## config.mk

```make
export PLATFORM = sky130hd
export DESIGN_NAME = scalar_fixed_unit
export DESIGN_NICKNAME = d
export VERILOG_FILES = /design/src/verilog/scalar_fixed_pkg.sv /design/src/verilog/scalar_fixed_unit.sv /design/src/verilog/scalar_fixed_divider.sv /design/src/verilog/scalar_fixed_multiplier.sv /design/src/verilog/scalar_fixed_adder.sv
export SDC_FILE = /design/constraint.sdc
export NUM_CORES = 1
export LEC_CHECK = 0
export CAP_MARGIN = 20
export CORE_MARGIN = 1.5
export CORE_UTILIZATION = 50
export CTS_CLUSTER_SIZE = 20
export DETAILED_ROUTE_END_ITERATION = 16
export DONT_BUFFER_PORTS = 1
export GPL_TIMING_DRIVEN = 0
export PLACE_DENSITY = 0.74
export SYNTH_ARGS = -nofsm -noshare
export SYNTH_HDL_FRONTEND = slang
export SYNTH_SLANG_ARGS = --single-unit
```

## constraint.sdc

```tcl
create_clock -name CLK -period 10.1 [get_ports CLK]
set_input_delay 2.02 -clock CLK [delete_from_list [all_inputs] [get_ports CLK]]
set_output_delay 2.02 -clock CLK [all_outputs]
set_load 0.05 [all_outputs]
```

## src/verilog/scalar_fixed_pkg.sv

```systemverilog
//////////////////////////////////////////////////
// Scalar fixed-point arithmetic package
// Word width, operand and opcode types, result
// struct, saturation limits and FSM states shared
// by the adder, multiplier, divider and top level
//////////////////////////////////////////////////

`default_nettype none

package scalar_fixed_pkg;

  // Word width of every operand and result
  localparam int DATA_SIZE = 32;

  // One signed two's-complement fixed-point value
  typedef logic [DATA_SIZE-1:0] fixed_t;

  // Saturation limits
  localparam fixed_t FIXED_MAX = {1'b0, {(DATA_SIZE-1){1'b1}}};
  localparam fixed_t FIXED_MIN = {1'b1, {(DATA_SIZE-1){1'b0}}};

  // Operation select
  typedef enum logic [1:0] {OP_ADD, OP_SUB, OP_MUL, OP_DIV} opcode_e;

  // Result word with its overflow flag
  typedef struct packed {
    fixed_t data;
    logic   overflow;
  } scalar_result_t;

  // Sequential unit states
  typedef enum logic [1:0] {MUL_IDLE, MUL_RUN, MUL_FINISH} mul_state_e;
  typedef enum logic [1:0] {DIV_IDLE, DIV_RUN, DIV_FINISH} div_state_e;

endpackage

`default_nettype wire
```

## src/verilog/scalar_fixed_unit.sv

```systemverilog
//////////////////////////////////////////////////
// Scalar fixed-point arithmetic unit
// Dispatches one operation at a time to the adder,
// multiplier or divider and registers its result
//////////////////////////////////////////////////

`timescale 1ns/1ps
`default_nettype none

module scalar_fixed_unit
  import scalar_fixed_pkg::*;
#(
  parameter int FRAC_SIZE = 16
) (
  input  wire            CLK,
  input  wire            RST,
  input  wire            START,
  input  wire opcode_e   OPCODE,
  input  wire fixed_t    DATA_A,
  input  wire fixed_t    DATA_B,
  output scalar_result_t RESULT,
  output logic           READY,
  output logic           BUSY
);

  logic           accept;
  logic           add_start;
  logic           mul_start;
  logic           div_start;
  logic           subtract;
  scalar_result_t add_result;
  scalar_result_t mul_result;
  scalar_result_t div_result;
  logic           add_ready;
  logic           mul_ready;
  logic           div_ready;

  //////////////////////////////////////////////////
  // Dispatch

  // START while busy is dropped
  assign accept    = START & ~BUSY;
  assign subtract  = (OPCODE == OP_SUB);
  assign add_start = accept & ((OPCODE == OP_ADD) | subtract);
  assign mul_start = accept & (OPCODE == OP_MUL);
  assign div_start = accept & (OPCODE == OP_DIV);

  scalar_fixed_adder adder0 (
    .CLK(CLK), .RST(RST), .START(add_start), .SUBTRACT(subtract),
    .DATA_A(DATA_A), .DATA_B(DATA_B), .RESULT(add_result), .READY(add_ready)
  );

  scalar_fixed_multiplier #(.FRAC_SIZE(FRAC_SIZE)) multiplier0 (
    .CLK(CLK), .RST(RST), .START(mul_start),
    .DATA_A(DATA_A), .DATA_B(DATA_B), .RESULT(mul_result), .READY(mul_ready)
  );

  scalar_fixed_divider #(.FRAC_SIZE(FRAC_SIZE)) divider0 (
    .CLK(CLK), .RST(RST), .START(div_start),
    .DATA_A(DATA_A), .DATA_B(DATA_B), .RESULT(div_result), .READY(div_ready)
  );

  //////////////////////////////////////////////////
  // Result register and busy

  always_ff @(posedge CLK or posedge RST) begin
    if (RST) begin
      RESULT <= '0;
      READY  <= 1'b0;
      BUSY   <= 1'b0;
    end else begin
      READY <= add_ready | mul_ready | div_ready;
      // Only one unit in flight, so at most one ready
      if (add_ready) begin
        RESULT <= add_result;
      end else if (mul_ready) begin
        RESULT <= mul_result;
      end else if (div_ready) begin
        RESULT <= div_result;
      end
      // Busy covers the READY cycle itself
      if (READY) begin
        BUSY <= 1'b0;
      end else if (accept) begin
        BUSY <= 1'b1;
      end
    end
  end

endmodule

`default_nettype wire

```

## src/verilog/scalar_fixed_divider.sv

```systemverilog
//////////////////////////////////////////////////
// Scalar fixed-point divider
// Bit-serial restoring division of magnitudes,
// dividend prescaled by the fraction width, with
// divide-by-zero and range saturation
//////////////////////////////////////////////////

`timescale 1ns/1ps
`default_nettype none

module scalar_fixed_divider
  import scalar_fixed_pkg::*;
#(
  parameter int FRAC_SIZE = 16
) (
  input  wire            CLK,
  input  wire            RST,
  input  wire            START,
  input  wire fixed_t    DATA_A,
  input  wire fixed_t    DATA_B,
  output scalar_result_t RESULT,
  output logic           READY
);

  // Quotient bits produced, one per cycle
  localparam int STEPS = DATA_SIZE + FRAC_SIZE;
  localparam int CNT_W = $clog2(STEPS);

  div_state_e           state;
  logic [CNT_W-1:0]     count;
  logic                 neg;
  logic                 a_neg;
  logic                 div_zero;
  fixed_t               divisor;
  fixed_t               rem;
  logic [STEPS-1:0]     quo;
  logic [DATA_SIZE:0]   trial;
  logic [DATA_SIZE+1:0] diff;
  logic                 fits;
  fixed_t               mag_a;
  fixed_t               mag_b;
  fixed_t               mag_q;
  logic                 too_big;

  assign mag_a = DATA_A[DATA_SIZE-1] ? -DATA_A : DATA_A;
  assign mag_b = DATA_B[DATA_SIZE-1] ? -DATA_B : DATA_B;

  //////////////////////////////////////////////////
  // Restoring step

  // Bring down next dividend bit
  assign trial = {rem, quo[STEPS-1]};
  // Trial subtract, borrow in the top bit
  assign diff  = {1'b0, trial} - {2'b00, divisor};
  assign fits  = ~diff[DATA_SIZE+1];

  // Range limits, negative one step wider
  assign too_big = neg ? (quo > STEPS'(FIXED_MIN)) : (quo > STEPS'(FIXED_MAX));
  assign mag_q   = quo[DATA_SIZE-1:0];

  //////////////////////////////////////////////////
  // Control FSM

  always_ff @(posedge CLK or posedge RST) begin
    if (RST) begin
      state <= DIV_IDLE;
      count <= '0;
      READY <= 1'b0;
    end else begin
      READY <= 1'b0;
      case (state)
        DIV_IDLE: begin
          if (START) begin
            state <= DIV_RUN;
            count <= '0;
          end
        end
        DIV_RUN: begin
          count <= count + 1'b1;
          if (count == CNT_W'(STEPS - 1)) begin
            state <= DIV_FINISH;
          end
        end
        DIV_FINISH: begin
          READY <= 1'b1;
          state <= DIV_IDLE;
        end
        default: state <= DIV_IDLE;
      endcase
    end
  end

  //////////////////////////////////////////////////
  // Datapath

  always_ff @(posedge CLK) begin
    case (state)
      DIV_IDLE: begin
        if (START) begin
          neg      <= DATA_A[DATA_SIZE-1] ^ DATA_B[DATA_SIZE-1];
          a_neg    <= DATA_A[DATA_SIZE-1];
          div_zero <= (DATA_B == '0);
          divisor  <= mag_b;
          rem      <= '0;
          // Prescale so the quotient keeps FRAC_SIZE fraction bits
          quo      <= STEPS'(mag_a) << FRAC_SIZE;
        end
      end
      DIV_RUN: begin
        // Keep difference or restore, quotient bit shifts in
        rem <= fits ? diff[DATA_SIZE-1:0] : trial[DATA_SIZE-1:0];
        quo <= {quo[STEPS-2:0], fits};
      end
      DIV_FINISH: begin
        if (div_zero) begin
          // Saturate by dividend sign
          RESULT.overflow <= 1'b1;
          RESULT.data     <= a_neg ? FIXED_MIN : FIXED_MAX;
        end else if (too_big) begin
          RESULT.overflow <= 1'b1;
          RESULT.data     <= neg ? FIXED_MIN : FIXED_MAX;
        end else begin
          // Truncated toward zero
          RESULT.overflow <= 1'b0;
          RESULT.data     <= neg ? -mag_q : mag_q;
        end
      end
      default: ;
    endcase
  end

endmodule

`default_nettype wire

```

## src/verilog/scalar_fixed_multiplier.sv

```systemverilog
//////////////////////////////////////////////////
// Scalar fixed-point multiplier
// Sequential shift-add on operand magnitudes,
// one partial product per cycle, then scaling by
// the fraction width and saturation
//////////////////////////////////////////////////

`timescale 1ns/1ps
`default_nettype none

module scalar_fixed_multiplier
  import scalar_fixed_pkg::*;
#(
  parameter int FRAC_SIZE = 16
) (
  input  wire            CLK,
  input  wire            RST,
  input  wire            START,
  input  wire fixed_t    DATA_A,
  input  wire fixed_t    DATA_B,
  output scalar_result_t RESULT,
  output logic           READY
);

  localparam int CNT_W = $clog2(DATA_SIZE);

  mul_state_e             state;
  logic [CNT_W-1:0]       count;
  logic                   neg;
  logic [2*DATA_SIZE-1:0] mcand;
  fixed_t                 mplier;
  logic [2*DATA_SIZE-1:0] product;
  logic [2*DATA_SIZE-1:0] scaled;
  fixed_t                 mag_a;
  fixed_t                 mag_b;
  fixed_t                 mag_q;
  logic                   too_big;

  // Operand magnitudes, MIN maps to 2^31 unsigned
  assign mag_a = DATA_A[DATA_SIZE-1] ? -DATA_A : DATA_A;
  assign mag_b = DATA_B[DATA_SIZE-1] ? -DATA_B : DATA_B;

  // Drop fraction bits, magnitude truncation
  assign scaled = product >> FRAC_SIZE;
  assign mag_q  = scaled[DATA_SIZE-1:0];

  // Negative side reaches one further than positive
  assign too_big = neg ? (scaled > (2*DATA_SIZE)'(FIXED_MIN)) :
                         (scaled > (2*DATA_SIZE)'(FIXED_MAX));

  //////////////////////////////////////////////////
  // Control FSM

  always_ff @(posedge CLK or posedge RST) begin
    if (RST) begin
      state <= MUL_IDLE;
      count <= '0;
      READY <= 1'b0;
    end else begin
      READY <= 1'b0;
      case (state)
        MUL_IDLE: begin
          if (START) begin
            state <= MUL_RUN;
            count <= '0;
          end
        end
        MUL_RUN: begin
          // One multiplier bit per cycle
          count <= count + 1'b1;
          if (count == CNT_W'(DATA_SIZE - 1)) begin
            state <= MUL_FINISH;
          end
        end
        MUL_FINISH: begin
          READY <= 1'b1;
          state <= MUL_IDLE;
        end
        default: state <= MUL_IDLE;
      endcase
    end
  end

  //////////////////////////////////////////////////
  // Datapath

  always_ff @(posedge CLK) begin
    case (state)
      MUL_IDLE: begin
        if (START) begin
          neg     <= DATA_A[DATA_SIZE-1] ^ DATA_B[DATA_SIZE-1];
          mcand   <= (2*DATA_SIZE)'(mag_a);
          mplier  <= mag_b;
          product <= '0;
        end
      end
      MUL_RUN: begin
        // Add shifted multiplicand when bit is set
        if (mplier[0]) begin
          product <= product + mcand;
        end
        mcand  <= mcand << 1;
        mplier <= mplier >> 1;
      end
      MUL_FINISH: begin
        RESULT.overflow <= too_big;
        if (too_big) begin
          RESULT.data <= neg ? FIXED_MIN : FIXED_MAX;
        end else begin
          RESULT.data <= neg ? -mag_q : mag_q;
        end
      end
      default: ;
    endcase
  end

endmodule

`default_nettype wire

```

## src/verilog/scalar_fixed_adder.sv

```systemverilog
//////////////////////////////////////////////////
// Scalar fixed-point adder
// One-cycle saturating add or subtract of two
// signed words, with overflow flag
//////////////////////////////////////////////////

`timescale 1ns/1ps
`default_nettype none

module scalar_fixed_adder
  import scalar_fixed_pkg::*;
(
  input  wire            CLK,
  input  wire            RST,
  input  wire            START,
  input  wire            SUBTRACT,
  input  wire fixed_t    DATA_A,
  input  wire fixed_t    DATA_B,
  output scalar_result_t RESULT,
  output logic           READY
);

  //////////////////////////////////////////////////
  // Wide sum

  // One guard bit above the word
  logic [DATA_SIZE:0] wide_a;
  logic [DATA_SIZE:0] wide_b;
  logic [DATA_SIZE:0] wide_sum;
  logic               ovf;

  // Sign extend both operands
  assign wide_a = {DATA_A[DATA_SIZE-1], DATA_A};
  assign wide_b = {DATA_B[DATA_SIZE-1], DATA_B};

  assign wide_sum = SUBTRACT ? (wide_a - wide_b) : (wide_a + wide_b);

  // Guard and sign bit disagree on overflow
  assign ovf = wide_sum[DATA_SIZE] ^ wide_sum[DATA_SIZE-1];

  //////////////////////////////////////////////////
  // Output register

  always_ff @(posedge CLK or posedge RST) begin
    if (RST) begin
      READY  <= 1'b0;
      RESULT <= '0;
    end else begin
      // Single pulse per START
      READY <= START;
      if (START) begin
        RESULT.overflow <= ovf;
        // Saturate by sign of the true result
        if (ovf) begin
          RESULT.data <= wide_sum[DATA_SIZE] ? FIXED_MIN : FIXED_MAX;
        end else begin
          RESULT.data <= wide_sum[DATA_SIZE-1:0];
        end
      end
    end
  end

endmodule

`default_nettype wire

```

==> metrics.yaml <==
cts_tree: "yes"
multi_input_area_um2: 14500
cp_max_fo: 10
worst_pin_slew_ns: 1.12
grt_pass1_wl_um: 125000
fin_cells: 3785
antenna_found_initial: 1
drc: 0
num-fill-cells: 4864
leakage_nw: 11.6
yosys_warnings: 0
vias: 23100
rows: 86
die_x_um: 239
setup_viol: 0
grt-ovfl-total: 0
synth.avg_cell_area_um2: 9.42
cts_resized: 0
ctsHtreeMaxLevel: 2
period_share: 0.688
holdCritPathClass: "reg2reg"
slew_headroom: 0.248
core-area_um2: 55000
ys_ff_latch: 428
vias_per_cell: 6.09
clock_sinks: 428
final_hold_viol_count: 0
drive_gt1_frac: 0.0524
port_buffers: 0
end_kind: "flip-flop"
tns_ns: 0
clkTransAtPathRegs_ns: 0.06
drv_slew: 0
initial_core_util: 0.505
final_cell_mix: "346 x nor2_1, 342 x edfxtp_1, 264 x nand2_1, 261 x a21oi_1, 174 x o21ai_0"
cp_top_family: "simple AND/OR/NAND/NOR gates"
power_mw: 9.19
worstPathRequired_ns: 10.56
synth.distinct_cells: 77
path_buf_inv: 3
clockRootBuffer: "clkbuf_16"
area_growth_pct: 9.42
route.detailed.wl_per_inst_um: 21.8
synth-edff-count: 342
fmax_mhz: 144
wl_um: 82400
dr.pass1.iters: 6
final_common_cell: "nor2_1"
seq_area_frac_synth: 0.448
cpMaxStageDelayCell: "clkbuf_1"
grt_pass1_vias: 21700
rsz0062_at_grt: "no"
skew_ns: 0.0276
gp_congestion: 0.982
layout.core_utilization: 0.552
post-dp-hpwl_um: 63800
startpoint_type: "primary input"
status: "finished, final reports clean"
grt_max_degree: 65
cap_violations: 0
die_h_um: 239
clock_latency_ns: 0.60
slowest_delay_ns: 0.43
grt.total_usage: 0.286
postRouteAntennaNets: 0
syn_area_um2: 27700
synth_ff_type: "edfxtp_1"
num_io_pins: 104
cts_buffers: 48
crit_chain: "inv_1 > ha_1 > nor3b_1 > and2_1 > nand2_1 > or2_1 > nor2_1 > nand3_1 > o21ai_0 > xor2_1 > ha_1 > a21o_1 > a21o_1 > a21oi_1 > nand3_1 > a211o_1 > nand2_1 > xnor2_1 > clkbuf_1 > clkbuf_1 > maj3_2 > o21ai_1"
seq_area_um2: 12400
ir_drop_mv: 0.163
cts_setup_buffers: 0
postCtsHoldBufs: 0
hold_slack_ns: 0.492
timing_worst_setup_path_type: "in2reg"
fin_crit_ns: 6.95
syn-num-nets: 3152
antennaDiodeCount: 0
clock_path_buffers: 3
place_inst: 3700
synthCells: 2945
synthArstFlopShare: 0.201
p_per_area_nw_per_um2: 303
die_area_um2: 56900
cp.arrival_ns: 7.41
finalNetCount: 3209
drt_iter0_drc: 2910
-- worst register-to-register path: stages, from the launching register on --
cell      delay (ns)
edfxtp_1        0.40
inv_1           0.08
ha_1            0.23
nor2b_1         0.12
o21a_1          0.13
o21ai_0         0.13
a21oi_1         0.34
a31oi_1         0.30
o31a_1          0.45
o21a_1          0.26
o21ai_1         0.33
clkbuf_1        0.64
clkbuf_1        0.67
nand3_1         0.16
o21ai_0         0.16
-- per-stage QoR --
| step | cell area (um2) | worst slack [ns] |
|---|---|---|
| finish | 30400 | 3.15 |
| CTS | 30400 | 3.28 |
| floorplan | 27700 | 2.94 |
| global route | 30400 | 2.71 |
| detailed placement | 28900 | 2.68 |
| global placement | 28700 | 0.761 |
-- final cells by class --
type | count | area share
well taps | 748 | 0.0308
plain buffers | 142 | 0.0184
multi-input cells | 2286 | 0.477
clock inverters | 20 | 0.00441
clock buffers | 65 | 0.0451
repair buffers | 7 | 0.00425
flip-flops and latches | 428 | 0.409
inverters | 89 | 0.0111
-- logic make-up (layout without fill, tap and decap cells) --
family	count (synthesis)	count (layout)	share of synthesized area
xor+xnor	227	227	0.0719
mux	64	64	0.0239
flops	428	428	0.448
buf+inv	231	323	0.0322
compound gates	820	820	0.179
simple gates	1008	1008	0.170
fa+ha+maj	167	167	0.0747
-- synth_stat cells (all sizes together) (39+ instances only) --
master,instances,area [um2]
a21o,71,533
a21oi,261,1310
and2,61,382
clkbuf,127,477
dfrtp,86,2150
edfxtp,342,10300
ha,135,1690
inv,89,334
mux2i,45,450
nand2,266,998
nand2b,39,244
nand3,47,235
nor2,348,1310
nor3,48,240
o21ai,245,1230
xnor2,100,876
xor2,127,1120
-- where the power goes --
part	internal (mW)	leakage (nW)	switching, mW	total [mW]
Sequential	2.71	4.32	0.679	3.39
Combinational	1.52	6.58	2.56	4.09
Clock	0.972	0.737	0.739	1.71
Total	5.21	11.6	3.98	9.19
-- layer usage --
layer / global-route usage / share of wire / vias to the layer above
met1: 0.401 / 0.43 / 11000
met3: 0.0868 / 0.11 / 141
li1: - / - / 10800
met5: 0 / 0.00011 / -
met2: 0.424 / 0.43 / 1061
met4: 0.0890 / 0.031 / 2
-- registers in the layout (all words and copies together) (netlist names), 2 cells and up --
signal and cells:
divider0.count 6, divider0.state 2, multiplier0.state 2, divider0.quo 48, divider0.RESULT 33, divider0.rem 32, divider0.divisor 32, adder0.RESULT 33
multiplier0.mcand 64, RESULT 33, multiplier0.product 64, multiplier0.mplier 32, multiplier0.count 5, multiplier0.RESULT 33
-- worst paths after layout --
path | start | to | slack (ns) | depth (start not counted)
min in group asynchronous | RST | RESULT[28] | 1.33 | 1
min | adder0.RESULT[24] | adder0.RESULT[24] | 0.49 | 2
max in group asynchronous | RST | adder0.RESULT[20] | 8.17 | 2
max reg2reg | divider0.quo[47] | divider0.rem[6] | 5.49 | 14
min reg2reg | adder0.RESULT[24] | adder0.RESULT[24] | 0.49 | 2
max | DATA_B[0] | adder0.RESULT[12] | 3.15 | 22
(Power assumes the default switching activity.)
